## config.mk

```make
export PLATFORM = sky130hd
export DESIGN_NAME = copper_top
export DESIGN_NICKNAME = d
export VERILOG_FILES = /design/src/hdl/copper_pkg.sv /design/src/hdl/copper_top.sv /design/src/hdl/copper_result.sv /design/src/hdl/copper_wait.sv /design/src/hdl/copper_decode.sv /design/src/hdl/copper_ctrl.sv
export SDC_FILE = /design/constraint.sdc
export NUM_CORES = 1
export LEC_CHECK = 0
export ABC_CLOCK_PERIOD_IN_PS = 3000
export BUFFER_PORTS_ARGS = -buffer_cell sky130_fd_sc_hd__buf_2
export CELL_PAD_IN_SITES_DETAIL_PLACEMENT = 1
export CELL_PAD_IN_SITES_GLOBAL_PLACEMENT = 1
export CORE_UTILIZATION = 47
export CTS_BUF_LIST = sky130_fd_sc_hd__clkbuf_8
export DETAILED_ROUTE_END_ITERATION = 7
export PLACE_DENSITY = 0.81
export SLEW_MARGIN = 10
export SYNTH_ARGS = -nofsm -noshare
export SYNTH_HDL_FRONTEND = slang
export SYNTH_SLANG_ARGS = --single-unit
```

## constraint.sdc

```tcl
create_clock -name clk -period 3 [get_ports clk]
set_input_delay 0.45 -clock clk [delete_from_list [all_inputs] [get_ports clk]]
set_output_delay 0.45 -clock clk [all_outputs]
set_load 0.01 [all_outputs]
```

## src/hdl/copper_pkg.sv

```systemverilog
// copper coprocessor shared definitions
// word and address types, opcode and sequencer encodings, video timing
`default_nettype none

package copper_pkg;

    // basic bus widths
    typedef logic [15:0] word_t;
    typedef logic [9:0]  copp_addr_t;
    typedef logic [9:0]  hres_t;
    typedef logic [9:0]  vres_t;

    // opcode field, instruction bits 13:12
    // SETI  xx00 aaaa aaaa aaaa + im16
    // SETM  --01 -rcc cccc cccc + xadr16
    // HPOS  --10 0-ii iiii iiii, VPOS with bit 11 set
    // BRGE  --11 0rcc cccc cccc, BRLT with bit 11 set
    typedef enum logic [1:0] {
        OP_SETI  = 2'b00,
        OP_MOVE  = 2'b01,
        OP_HVPOS = 2'b10,
        OP_BRCC  = 2'b11
    } copp_opcode_t;

    // sequencer states
    typedef enum logic [1:0] {
        // idle, waiting on beam, or reading the next opcode
        ST_FETCH   = 2'b00,
        ST_DECODE  = 2'b01,
        // SETM destination word arriving
        ST_SETM_RD = 2'b10,
        // SETM source word arriving, write issued
        ST_SETM_WR = 2'b11
    } copp_state_t;

    // XR region code in address bits 15:14
    localparam logic [1:0] XR_REGION_CONFIG = 2'b00;

    // pseudo register select, RA read or RA/RA_SUB write
    localparam int COP_XREG_BIT = 10;
    // 0 loads RA, 1 subtracts from RA
    localparam int COP_SUB_BIT  = 0;
    // VPOS over HPOS, BRLT over BRGE
    localparam int ARG_BIT      = 11;

    // video frame geometry
    localparam int TOTAL_WIDTH  = 800;
    localparam int TOTAL_HEIGHT = 525;
    // program restarts a few pixels before the end of the last line
    localparam int RESTART_H    = TOTAL_WIDTH - 4;

endpackage

`default_nettype wire
```

## src/hdl/copper_top.sv

```systemverilog
// copper display coprocessor
// runs a copper program in step with the beam and writes the XR register bus
`default_nettype none
`timescale 1ns/10ps

module copper_top (
    input  wire logic                   clk,
    input  wire logic                   cop_reset,
    input  wire logic                   cop_ctrl_wr_i,
    input  wire logic                   cop_ctrl_en_i,
    input  wire copper_pkg::hres_t      h_count_i,
    input  wire copper_pkg::vres_t      v_count_i,
    output logic                        copmem_rd_en_o,
    output copper_pkg::copp_addr_t      copmem_rd_addr_o,
    input  wire copper_pkg::word_t      copmem_rd_data_i,
    output logic                        xr_wr_en_o,
    input  wire logic                   xr_wr_ack_i,
    output copper_pkg::word_t           xr_wr_addr_o,
    output copper_pkg::word_t           xr_wr_data_o
);

    import copper_pkg::*;

    // restart level from the control register
    logic  restart;

    // beam wait handshake
    logic  wait_start;
    logic  wait_for_v;
    hres_t wait_val;
    logic  waiting;

    // write requests to the result unit
    logic  wr_req;
    word_t wr_addr;
    word_t wr_data;
    logic  wr_busy;
    word_t ra;
    logic  borrow;

    copper_ctrl u_ctrl (
        .clk           (clk),
        .cop_reset     (cop_reset),
        .cop_ctrl_wr_i (cop_ctrl_wr_i),
        .cop_ctrl_en_i (cop_ctrl_en_i),
        .h_count_i     (h_count_i),
        .v_count_i     (v_count_i),
        .restart_o     (restart)
    );

    copper_decode u_decode (
        .clk              (clk),
        .cop_reset        (cop_reset),
        .restart_i        (restart),
        .copmem_rd_data_i (copmem_rd_data_i),
        .waiting_i        (waiting),
        .wr_busy_i        (wr_busy),
        .ra_i             (ra),
        .borrow_i         (borrow),
        .copmem_rd_en_o   (copmem_rd_en_o),
        .copmem_rd_addr_o (copmem_rd_addr_o),
        .wait_start_o     (wait_start),
        .wait_for_v_o     (wait_for_v),
        .wait_val_o       (wait_val),
        .wr_req_o         (wr_req),
        .wr_addr_o        (wr_addr),
        .wr_data_o        (wr_data)
    );

    copper_wait u_wait (
        .clk          (clk),
        .cop_reset    (cop_reset),
        .restart_i    (restart),
        .wait_start_i (wait_start),
        .wait_for_v_i (wait_for_v),
        .wait_val_i   (wait_val),
        .h_count_i    (h_count_i),
        .v_count_i    (v_count_i),
        .waiting_o    (waiting)
    );

    copper_result u_result (
        .clk          (clk),
        .cop_reset    (cop_reset),
        .restart_i    (restart),
        .wr_req_i     (wr_req),
        .wr_addr_i    (wr_addr),
        .wr_data_i    (wr_data),
        .xr_wr_ack_i  (xr_wr_ack_i),
        .xr_wr_en_o   (xr_wr_en_o),
        .xr_wr_addr_o (xr_wr_addr_o),
        .xr_wr_data_o (xr_wr_data_o),
        .wr_busy_o    (wr_busy),
        .ra_o         (ra),
        .borrow_o     (borrow)
    );

endmodule

`default_nettype wire

```

## src/hdl/copper_result.sv

```systemverilog
// copper result unit
// RA register and borrow flag, routes each write to RA or out on the XR bus
`default_nettype none
`timescale 1ns/10ps

module copper_result (
    input  wire logic              clk,
    input  wire logic              cop_reset,
    input  wire logic              restart_i,
    input  wire logic              wr_req_i,
    input  wire copper_pkg::word_t wr_addr_i,
    input  wire copper_pkg::word_t wr_data_i,
    input  wire logic              xr_wr_ack_i,
    output logic                   xr_wr_en_o,
    output copper_pkg::word_t      xr_wr_addr_o,
    output copper_pkg::word_t      xr_wr_data_o,
    output logic                   wr_busy_o,
    output copper_pkg::word_t      ra_o,
    output logic                   borrow_o
);

    import copper_pkg::*;

    // write targets the RA pseudo register
    logic        is_ra;
    // RA minus written value, bit 16 is the borrow
    logic [16:0] sub_full;

    assign is_ra    = (wr_addr_i[15:14] == XR_REGION_CONFIG) && wr_addr_i[COP_XREG_BIT];
    assign sub_full = {1'b0, ra_o} - {1'b0, wr_data_i};

    always_ff @(posedge clk) begin
        if (cop_reset || restart_i) begin
            ra_o       <= '0;
            borrow_o   <= 1'b0;
            xr_wr_en_o <= 1'b0;
        end else begin
            // drop the XR write once acknowledged
            if (xr_wr_en_o && xr_wr_ack_i) begin
                xr_wr_en_o <= 1'b0;
            end

            if (wr_req_i) begin
                // every write compares against the old RA
                borrow_o <= sub_full[16];
                if (is_ra) begin
                    if (wr_addr_i[COP_SUB_BIT]) begin
                        // RA_SUB
                        ra_o <= sub_full[15:0];
                    end else begin
                        // plain RA load clears B
                        ra_o     <= wr_data_i;
                        borrow_o <= 1'b0;
                    end
                end else begin
                    xr_wr_en_o <= 1'b1;
                end
            end
        end
    end

    // XR address and data held until the ack
    always_ff @(posedge clk) begin
        if (wr_req_i && !is_ra) begin
            xr_wr_addr_o <= wr_addr_i;
            xr_wr_data_o <= wr_data_i;
        end
    end

    assign wr_busy_o = xr_wr_en_o;

    // bus request must not change or vanish before the ack
    a_xr_stable: assert property (
        @(posedge clk) disable iff (cop_reset || restart_i)
        (xr_wr_en_o && !xr_wr_ack_i) |=>
            (xr_wr_en_o && $stable(xr_wr_addr_o) && $stable(xr_wr_data_o))
    ) else $error("XR write changed before acknowledge");

endmodule

`default_nettype wire

```

## src/hdl/copper_wait.sv

```systemverilog
// copper beam wait unit
// holds the sequencer until the selected beam counter reaches the HPOS or VPOS target
`default_nettype none
`timescale 1ns/10ps

module copper_wait (
    input  wire logic              clk,
    input  wire logic              cop_reset,
    input  wire logic              restart_i,
    input  wire logic              wait_start_i,
    input  wire logic              wait_for_v_i,
    input  wire copper_pkg::hres_t wait_val_i,
    input  wire copper_pkg::hres_t h_count_i,
    input  wire copper_pkg::vres_t v_count_i,
    output logic                   waiting_o
);

    import copper_pkg::*;

    // latched target and counter select
    hres_t wait_val_q;
    logic  for_v_q;
    logic  hit;

    // compare against the selected beam counter
    assign hit = for_v_q ? (v_count_i >= vres_t'(wait_val_q)) : (h_count_i >= wait_val_q);

    always_ff @(posedge clk) begin
        if (wait_start_i) begin
            wait_val_q <= wait_val_i;
        end
    end

    always_ff @(posedge clk) begin
        if (cop_reset || restart_i) begin
            waiting_o <= 1'b0;
            for_v_q   <= 1'b0;
        end else if (wait_start_i) begin
            waiting_o <= 1'b1;
            for_v_q   <= wait_for_v_i;
        end else if (waiting_o && hit) begin
            waiting_o <= 1'b0;
        end
    end

    // sequencer stays in fetch until the previous wait has ended
    a_no_restart_while_waiting: assert property (
        @(posedge clk) disable iff (cop_reset || restart_i)
        wait_start_i |-> !waiting_o
    ) else $error("copper wait started while already waiting");

endmodule

`default_nettype wire

```

## src/hdl/copper_decode.sv

```systemverilog
// copper sequencer
// fetches and decodes copper program words, issues XR writes, beam waits and branches
`default_nettype none
`timescale 1ns/10ps

module copper_decode (
    input  wire logic                   clk,
    input  wire logic                   cop_reset,
    input  wire logic                   restart_i,
    input  wire copper_pkg::word_t      copmem_rd_data_i,
    input  wire logic                   waiting_i,
    input  wire logic                   wr_busy_i,
    input  wire copper_pkg::word_t      ra_i,
    input  wire logic                   borrow_i,
    output logic                        copmem_rd_en_o,
    output copper_pkg::copp_addr_t      copmem_rd_addr_o,
    output logic                        wait_start_o,
    output logic                        wait_for_v_o,
    output copper_pkg::hres_t           wait_val_o,
    output logic                        wr_req_o,
    output copper_pkg::word_t           wr_addr_o,
    output copper_pkg::word_t           wr_data_o
);

    import copper_pkg::*;

    copp_state_t state_q;
    // program counter, always points at the next word to read
    copp_addr_t  pc_q;
    // opcode of the executing instruction
    word_t       ir_q;
    // memory data valid this cycle
    logic        rd_valid_q;
    // last memory word, kept across write stalls
    word_t       mem_hold_q;
    // SETI operand already arrived while stalled
    logic        arg_ready_q;

    word_t       mem_word;
    logic        arg_ok;
    logic        br_taken;
    copp_addr_t  pc_next;

    // live data in its valid cycle, held copy afterwards
    assign mem_word = rd_valid_q ? copmem_rd_data_i : mem_hold_q;
    assign arg_ok   = rd_valid_q | arg_ready_q;
    assign pc_next  = pc_q + 1'b1;
    // BRGE when B clear, BRLT when B set
    assign br_taken = (borrow_i == ir_q[ARG_BIT]);

    always_ff @(posedge clk) begin
        if (rd_valid_q) begin
            mem_hold_q <= copmem_rd_data_i;
        end
    end

    always_ff @(posedge clk) begin
        if (cop_reset || restart_i) begin
            state_q          <= ST_FETCH;
            pc_q             <= '0;
            ir_q             <= '0;
            rd_valid_q       <= 1'b0;
            arg_ready_q      <= 1'b0;
            copmem_rd_en_o   <= 1'b0;
            copmem_rd_addr_o <= '0;
            wait_start_o     <= 1'b0;
            wait_for_v_o     <= 1'b0;
            wait_val_o       <= '0;
            wr_req_o         <= 1'b0;
            wr_addr_o        <= '0;
            wr_data_o        <= '0;
        end else begin
            // strobes default low
            copmem_rd_en_o <= 1'b0;
            wait_start_o   <= 1'b0;
            wr_req_o       <= 1'b0;
            rd_valid_q     <= copmem_rd_en_o;

            case (state_q)
                ST_FETCH: begin
                    if (!rd_valid_q) begin
                        // read at PC unless a read or a beam wait is in progress
                        if (!copmem_rd_en_o && !waiting_i && !wait_start_o) begin
                            copmem_rd_en_o   <= 1'b1;
                            copmem_rd_addr_o <= pc_q;
                            pc_q             <= pc_next;
                        end
                    end else begin
                        ir_q        <= copmem_rd_data_i;
                        arg_ready_q <= 1'b0;
                        // SETI and SETM carry a second word, read it now
                        if (!copmem_rd_data_i[13]) begin
                            copmem_rd_en_o   <= 1'b1;
                            copmem_rd_addr_o <= pc_q;
                            pc_q             <= pc_next;
                        end
                        state_q <= ST_DECODE;
                    end
                end

                ST_DECODE: begin
                    case (copp_opcode_t'(ir_q[13:12]))
                        OP_SETI: begin
                            if (arg_ok && !wr_busy_i) begin
                                // opcode word doubles as the XR address
                                wr_req_o         <= 1'b1;
                                wr_addr_o        <= ir_q;
                                wr_data_o        <= mem_word;
                                // pre-read the next opcode
                                copmem_rd_en_o   <= 1'b1;
                                copmem_rd_addr_o <= pc_q;
                                pc_q             <= pc_next;
                                state_q          <= ST_FETCH;
                            end else if (rd_valid_q) begin
                                arg_ready_q <= 1'b1;
                            end
                        end
                        OP_MOVE: begin
                            // source read, unused when the source is RA
                            copmem_rd_en_o   <= 1'b1;
                            copmem_rd_addr_o <= ir_q[9:0];
                            state_q          <= ST_SETM_RD;
                        end
                        OP_HVPOS: begin
                            wait_start_o <= 1'b1;
                            wait_for_v_o <= ir_q[ARG_BIT];
                            wait_val_o   <= ir_q[9:0];
                            state_q      <= ST_FETCH;
                        end
                        OP_BRCC: begin
                            if (br_taken) begin
                                pc_q <= ir_q[9:0];
                            end
                            state_q <= ST_FETCH;
                        end
                        default: begin
                            state_q <= ST_FETCH;
                        end
                    endcase
                end

                ST_SETM_RD: begin
                    // second SETM word is the XR destination
                    wr_addr_o <= copmem_rd_data_i;
                    state_q   <= ST_SETM_WR;
                end

                ST_SETM_WR: begin
                    if (!wr_busy_i) begin
                        wr_req_o         <= 1'b1;
                        wr_data_o        <= ir_q[COP_XREG_BIT] ? ra_i : mem_word;
                        copmem_rd_en_o   <= 1'b1;
                        copmem_rd_addr_o <= pc_q;
                        pc_q             <= pc_next;
                        state_q          <= ST_FETCH;
                    end
                end

                default: begin
                    state_q <= ST_FETCH;
                end
            endcase
        end
    end

    // a request must never land on a pending XR write
    a_no_req_when_busy: assert property (
        @(posedge clk) disable iff (cop_reset || restart_i)
        wr_req_o |-> !wr_busy_i
    ) else $error("copper write request while XR write pending");

endmodule

`default_nettype wire

```

## src/hdl/copper_ctrl.sv

```systemverilog
// copper control register
// holds the enable bit and raises restart while disabled or just before each frame
`default_nettype none
`timescale 1ns/10ps

module copper_ctrl (
    input  wire logic              clk,
    input  wire logic              cop_reset,
    input  wire logic              cop_ctrl_wr_i,
    input  wire logic              cop_ctrl_en_i,
    input  wire copper_pkg::hres_t h_count_i,
    input  wire copper_pkg::vres_t v_count_i,
    output logic                   restart_o
);

    import copper_pkg::*;

    // enable bit, cleared by reset
    logic cop_en_q;
    // one cycle pulse after the restart point
    logic sof_q;
    // beam sits at the restart point this cycle
    logic at_restart;

    assign at_restart = (h_count_i == hres_t'(RESTART_H)) &&
                        (v_count_i == vres_t'(TOTAL_HEIGHT - 1));

    always_ff @(posedge clk) begin
        if (cop_reset) begin
            cop_en_q <= 1'b0;
            sof_q    <= 1'b0;
        end else begin
            // control write, takes effect next cycle
            if (cop_ctrl_wr_i) begin
                cop_en_q <= cop_ctrl_en_i;
            end
            sof_q <= at_restart;
        end
    end

    // held in restart while disabled, pulsed once per frame otherwise
    assign restart_o = ~cop_en_q | sof_q;

endmodule

`default_nettype wire

```

== After elaboration in Yosys (flattened, before gate mapping) ==
Cells that the tools add are included.

* Register bits after elaboration: 166
* Logic and storage cells: 139
* Output and inout port bits: 44
* Bits in latches: 0
* Input bits: 41
* Memory bits (writable): 0
* Memories: 0
* ROM bits: 0

* Mux-type cells: 53
* Bitwise gates (word level): 4
* Add/subtract/negate cells: 2
* Shifts and indexed selects: 0
* Order comparisons: 2
* Multiply operators: 0
* Reductions and logical operators: 33
* Div/mod/pow operators: 0
* Eq/ne operators: 21

{| class="wikitable"
|+ Operator list
! cell !! number
|-
| $mux 16 || 8
|-
| $mux 10 || 11
|-
| $pmux 16 s2 || 2
|-
| $pmux 10 s3 || 2
|-
| $pmux 10 s2 || 2
|-
| $eq 10x10->1 const B || 2
|-
| $ge 10x10->1 || 2
|-
| $mux 1 || 19
|-
| $sub 16x16->17 || 1
|-
| $add 10x1->10 const B || 1
|-
| $ne 3x2->1 const B || 3
|-
| $eq 2x2->1 const B || 4
|-
| $logic_and 1x1->1 || 8
|-
| $pmux 2 s4 || 1
|-
| $reduce_bool 2->1 || 4
|-
| $reduce_and 7->1 || 1
|-
| $logic_not 2->1 || 3
|-
| $mux 2 || 3
|-
| $ne 2x1->1 const B || 3
|-
| $ne 2x2->1 const B || 3
|-
| $ne 3x3->1 const B || 2
|-
| $pmux 1 s2 || 3
|-
| $pmux 2 s3 || 1
|-
| $reduce_and 2->1 || 3
|-
| other kinds (14) || 23
|}

== Longest topological paths before layout ==
* Word-level depth: 6
* Depth in mapped cells: 10
* Depth with buffers taken out: 10

== By module ==
A second synthesis with hierarchy kept.

* Cell total of the unflattened synthesis: 844
* Area total of the unflattened synthesis: 8328.0 um2

{| class="wikitable"
|+ Modules (own cells, without submodules)
! module !! sequential area each (um2) !! area each (um2) !! instances !! cells each
|-
| copper_decode || 2042.0 || 4659.5 || 1 || 495
|-
| copper_result || 1321.3 || 2698.8 || 1 || 260
|-
| copper_wait || 340.3 || 843.3 || 1 || 76
|-
| copper_ctrl || 40.0 || 126.4 || 1 || 13
|}

== Worst setup path before layout ==
OpenSTA, ideal clock, no wires.

* Kind: register -> register
* Start: register u_decode.wr_addr_o[10]
* End: register u_result.xr_wr_addr_o[0] (enable)
* Stages on the path, launching flop included: 3
* Required time: 2.574 ns
* Setup time: 0.426 ns
* Slack: 0.627 ns
* Buffers on the path: 0
* Clock period less this slack: 2.373 ns
* Data arrival time: 1.946 ns
* Cells stage by stage: dfxtp_1 > nor3b_1 > nor2b_1

* Longest elaborated chain between the ends: 3

{| class="wikitable"
|+ Ends and longest elaborated chain
! element !! RTL line !! source
|-
| start, declared || copper_decode.sv:21 || <nowiki>output copper_pkg::word_t wr_addr_o,</nowiki>
|-
| start signal, assigned || copper_decode.sv:107 || <nowiki>wr_addr_o <= ir_q;</nowiki>
|-
| start signal, assigned || copper_decode.sv:144 || <nowiki>wr_addr_o <= copmem_rd_data_i;</nowiki>
|-
| $logic_and 1x1->1 || copper_result.sv:29 || <nowiki>assign is_ra = (wr_addr_i[15:14] == XR_REGION_CONFIG) && wr_addr_i[COP_XREG_BIT];</nowiki>
|-
| $logic_not 1->1 || copper_result.sv:64 || <nowiki>if (wr_req_i && !is_ra) begin</nowiki>
|-
| $logic_and 1x1->1 || copper_result.sv:64 ||
|-
| end signal, assigned || copper_result.sv:65 || <nowiki>xr_wr_addr_o <= wr_addr_i;</nowiki>
|-
| end, declared || copper_result.sv:15 || <nowiki>output copper_pkg::word_t xr_wr_addr_o,</nowiki>
|}

No other way between the ends.
A chain may end at the register's enable or synchronous reset.

== Worst setup path after layout ==
* Start: register u_result.ra_o[0]
* End: register u_result.ra_o[8]

* Longest elaborated chain between the ends: 2

{| class="wikitable"
|+ Ends and longest elaborated chain
! element !! RTL line !! source
|-
| start, declared || copper_result.sv:18 || <nowiki>output copper_pkg::word_t ra_o,</nowiki>
|-
| start signal, assigned || copper_result.sv:49 || <nowiki>ra_o <= sub_full[15:0];</nowiki>
|-
| start signal, assigned || copper_result.sv:52 || <nowiki>ra_o <= wr_data_i;</nowiki>
|-
| $sub 16x16->17 || copper_result.sv:30 || <nowiki>assign sub_full = {1'b0, ra_o} - {1'b0, wr_data_i};</nowiki>
|-
| $mux 16 || copper_result.sv:47 || <nowiki>if (wr_addr_i[COP_SUB_BIT]) begin</nowiki>
|}

No other way between the ends.

==> impl_metrics.ini <==
[run_status]
outcome = complete, no violations

[clock_tree]
clockRootBuffer = clkbuf_8
hold_buffers = 0
cts-htree-levels = 4
cts_resized = 0
cts_num_sinks = 166
cts_buffers = 17
clock_path_buffers = 2
path_clk_slew_ns = 0.09
clk_latency_ns = 0.48
post_cts_buffers = 0
tritoncts = built

[die]
chipWidth_um = 131
floorplan.initialDensity_pct = 48.8
dieArea_mm2 = 0.0172
die_h_um = 131
design.core.area_mm2 = 0.0161
ios = 85
core.rowCount = 46

[route]
ant_nets = 0
drc = 0
num_vias = 6206
post_drt_wl_per_cell_um = 18.6
drtPass1Iterations = 4
wl_um = 20400
drt_iter0_drc = 228
via_per_inst = 5.65

[setup_path]
r2r-start = u_result.ra_o[0]
setup.worst_path.start_class = flop
cp_max_fo = 4
rrSetupSlack_ns = 0.44
worstPathRequired_ns = 3.36
worstSetupStartpoint = u_result.ra_o[0]
timing.rr.end = u_result.ra_o[8]
end_kind = flop
critical_path_class = reg -> reg
ff2ff_path_depth = 10
worst_ep_arrival_time_ns = 2.92

[place]
finalWeightedCongestion = 0.879
dp.cells = 1067
place_area_mm2 = 0.00845
io_buffers = 84
hpwl_um = 14900

[pwr]
power_density_mw_per_mm2 = 473
peakVddDrop_uv = 294
p_leak_nw = 3.37
finalPower_w = 0.00419

[final_layout]
syn_to_final_growth_pct = 13.1
layout_common_cells = dfxtp_1 (124), buf_2 (84), nand2_1 (83)
stdcell_count = 1099
final_common_cell = dfxtp_1
fin_area_mm2 = 0.00887
n_antenna_cell = 0
drive_above_1_share_pct = 19.0
nets = 949

[job]
max_cap_viol_count = 0

[timing]
relSlewSlack_pct = 27.9
finalSetupTns_ns = 0
worst_pin_slew_ns = 1.08
rsz0062_at_grt = false
period_needed_ns = 2.56
hold_viol = 0
min_period_over_period_pct = 85.3
drv_slew = 0
skew_ns = 0.0143
max_freq_mhz = 391
setup_viol = 0

[logic_synthesis]
yosys_warnings = 0
syn_inst = 796
async_reset_ff_share_pct = 0
yosysSeqAreaShare_pct = 47.8
synthesis.nets = 875
synth-edff-count = 42
netlist_area_mm2 = 0.00784
synth.ff_latch_count = 166
synthDistinctLibCells = 68
synth-main-ff-cell = dfxtp_1
avgSynthCellArea_um2 = 9.85

[global_routing]
grt_usage_pct = 24.6
grt_pass1_vias = 6572
grt_pass1_wl_um = 33400
grt-ovfl-total = 0
antenna_found_initial = 0
grt_max_degree = 37

[min_path]
min_path_type = in -> reg
holdPathStages = 2
worstHoldStart = cop_reset
min_to = u_ctrl.cop_en_q
-- worst max-delay path: stages (launching register included) --
cell	delay, ns
dfxtp_1	0.33
inv_1	0.08
ha_1	0.19
inv_1	0.07
fa_1	0.42
a21o_1	0.21
a221oi_4	0.37
nor2_1	0.10
a21oi_1	0.19
xor2_1	0.10
a2111oi_2	0.38
-- logic make-up after synthesis --
| kind of cell | share of synthesized area, % |
|---|---|
| muxes | 10.7 |
| and+or+nand+nor | 14.7 |
| AOI/OAI and AO/OA | 15.5 |
| DFF | 47.8 |
| xor gates and xnor gates | 1.01 |
| buffers and inverters | 4.28 |
| adders and majority gates | 6.16 |
-- synthesized netlist by cell type (all sizes together) (8+ instances only) --
library cell | instances | area, um2
and2 | 21 | 133
a211oi | 35 | 263
a21oi | 75 | 375
o21ai | 34 | 170
buf | 21 | 125
edfxtp | 42 | 1260
mux2i | 61 | 611
nand3 | 14 | 75.1
inv | 35 | 131
dfxtp | 124 | 2480
ha | 37 | 463
nor2b | 8 | 50.1
nor2 | 56 | 220
nand2 | 84 | 315
nand2b | 12 | 82.6
clkbuf | 21 | 78.8
nor3 | 12 | 60.1
mux2 | 20 | 225
-- registers in the layout, indices dropped and copies added (netlist names), 16 cells and up, named ones only --
name                   flops
u_result.ra_o             16
u_decode.wr_data_o        16
u_result.xr_wr_data_o     16
u_result.xr_wr_addr_o     16
u_decode.mem_hold_q       16
u_decode.wr_addr_o        16
u_decode.ir_q             16
-- power breakdown --
part / switching [W] / total [W] / leakage (nW) / internal (W)
Clock: 0.000845 / 0.00170 / 0.218 / 0.000852
Combinational: 0.0000969 / 0.000171 / 1.77 / 0.0000738
Sequential: 0.0000109 / 0.00232 / 1.38 / 0.00231
-- per-stage QoR --
step / utilization [%] / hold slack [ns] / setup slack, ns
3_5_place_dp: 52.6 / 0.418 / 0.477
3_3_place_gp: 52.6 / 0.415 / 0.631
5_1_grt: 55.2 / 0.185 / 0.276
6_report: 55.2 / 0.195 / 0.440
2_1_floorplan: - / 0.408 / 0.627
4_1_cts: 55.2 / 0.176 / 0.438
-- how the worst max path moves through the flow --
stage / slack, ns / cells past startpoint / to
after global placement: 0.63 / 10 / u_result.ra_o[8]
after CTS: 0.44 / 10 / u_result.ra_o[8]
after global routing: 0.28 / 10 / u_result.ra_o[8]
after floorplan: 0.63 / 2 / u_result.xr_wr_addr_o[0]
after detailed placement: 0.48 / 9 / u_result.ra_o[8]
final: 0.44 / 10 / u_result.ra_o[8]
-- layout make-up --
cell class	instances	area, um2
Fill cell	1836	7190
Multi-Input combinational cell	553	3770
Sequential cell	166	3740
Timing Repair Buffer	97	531
Tap cell	216	270
Clock buffer	18	248
Clock inverter	14	171
Inverter	35	131
-- layer usage --
layer	track usage, %	vias up	routed length (um)
li1	-	2994	-
met1	27.5	3046	8620
met2	45.2	129	10600
met3	4.40	37	667
met4	11.0	0	490
met5	0	-	0
No activity file was read; power rests on OpenSTA's default activity.
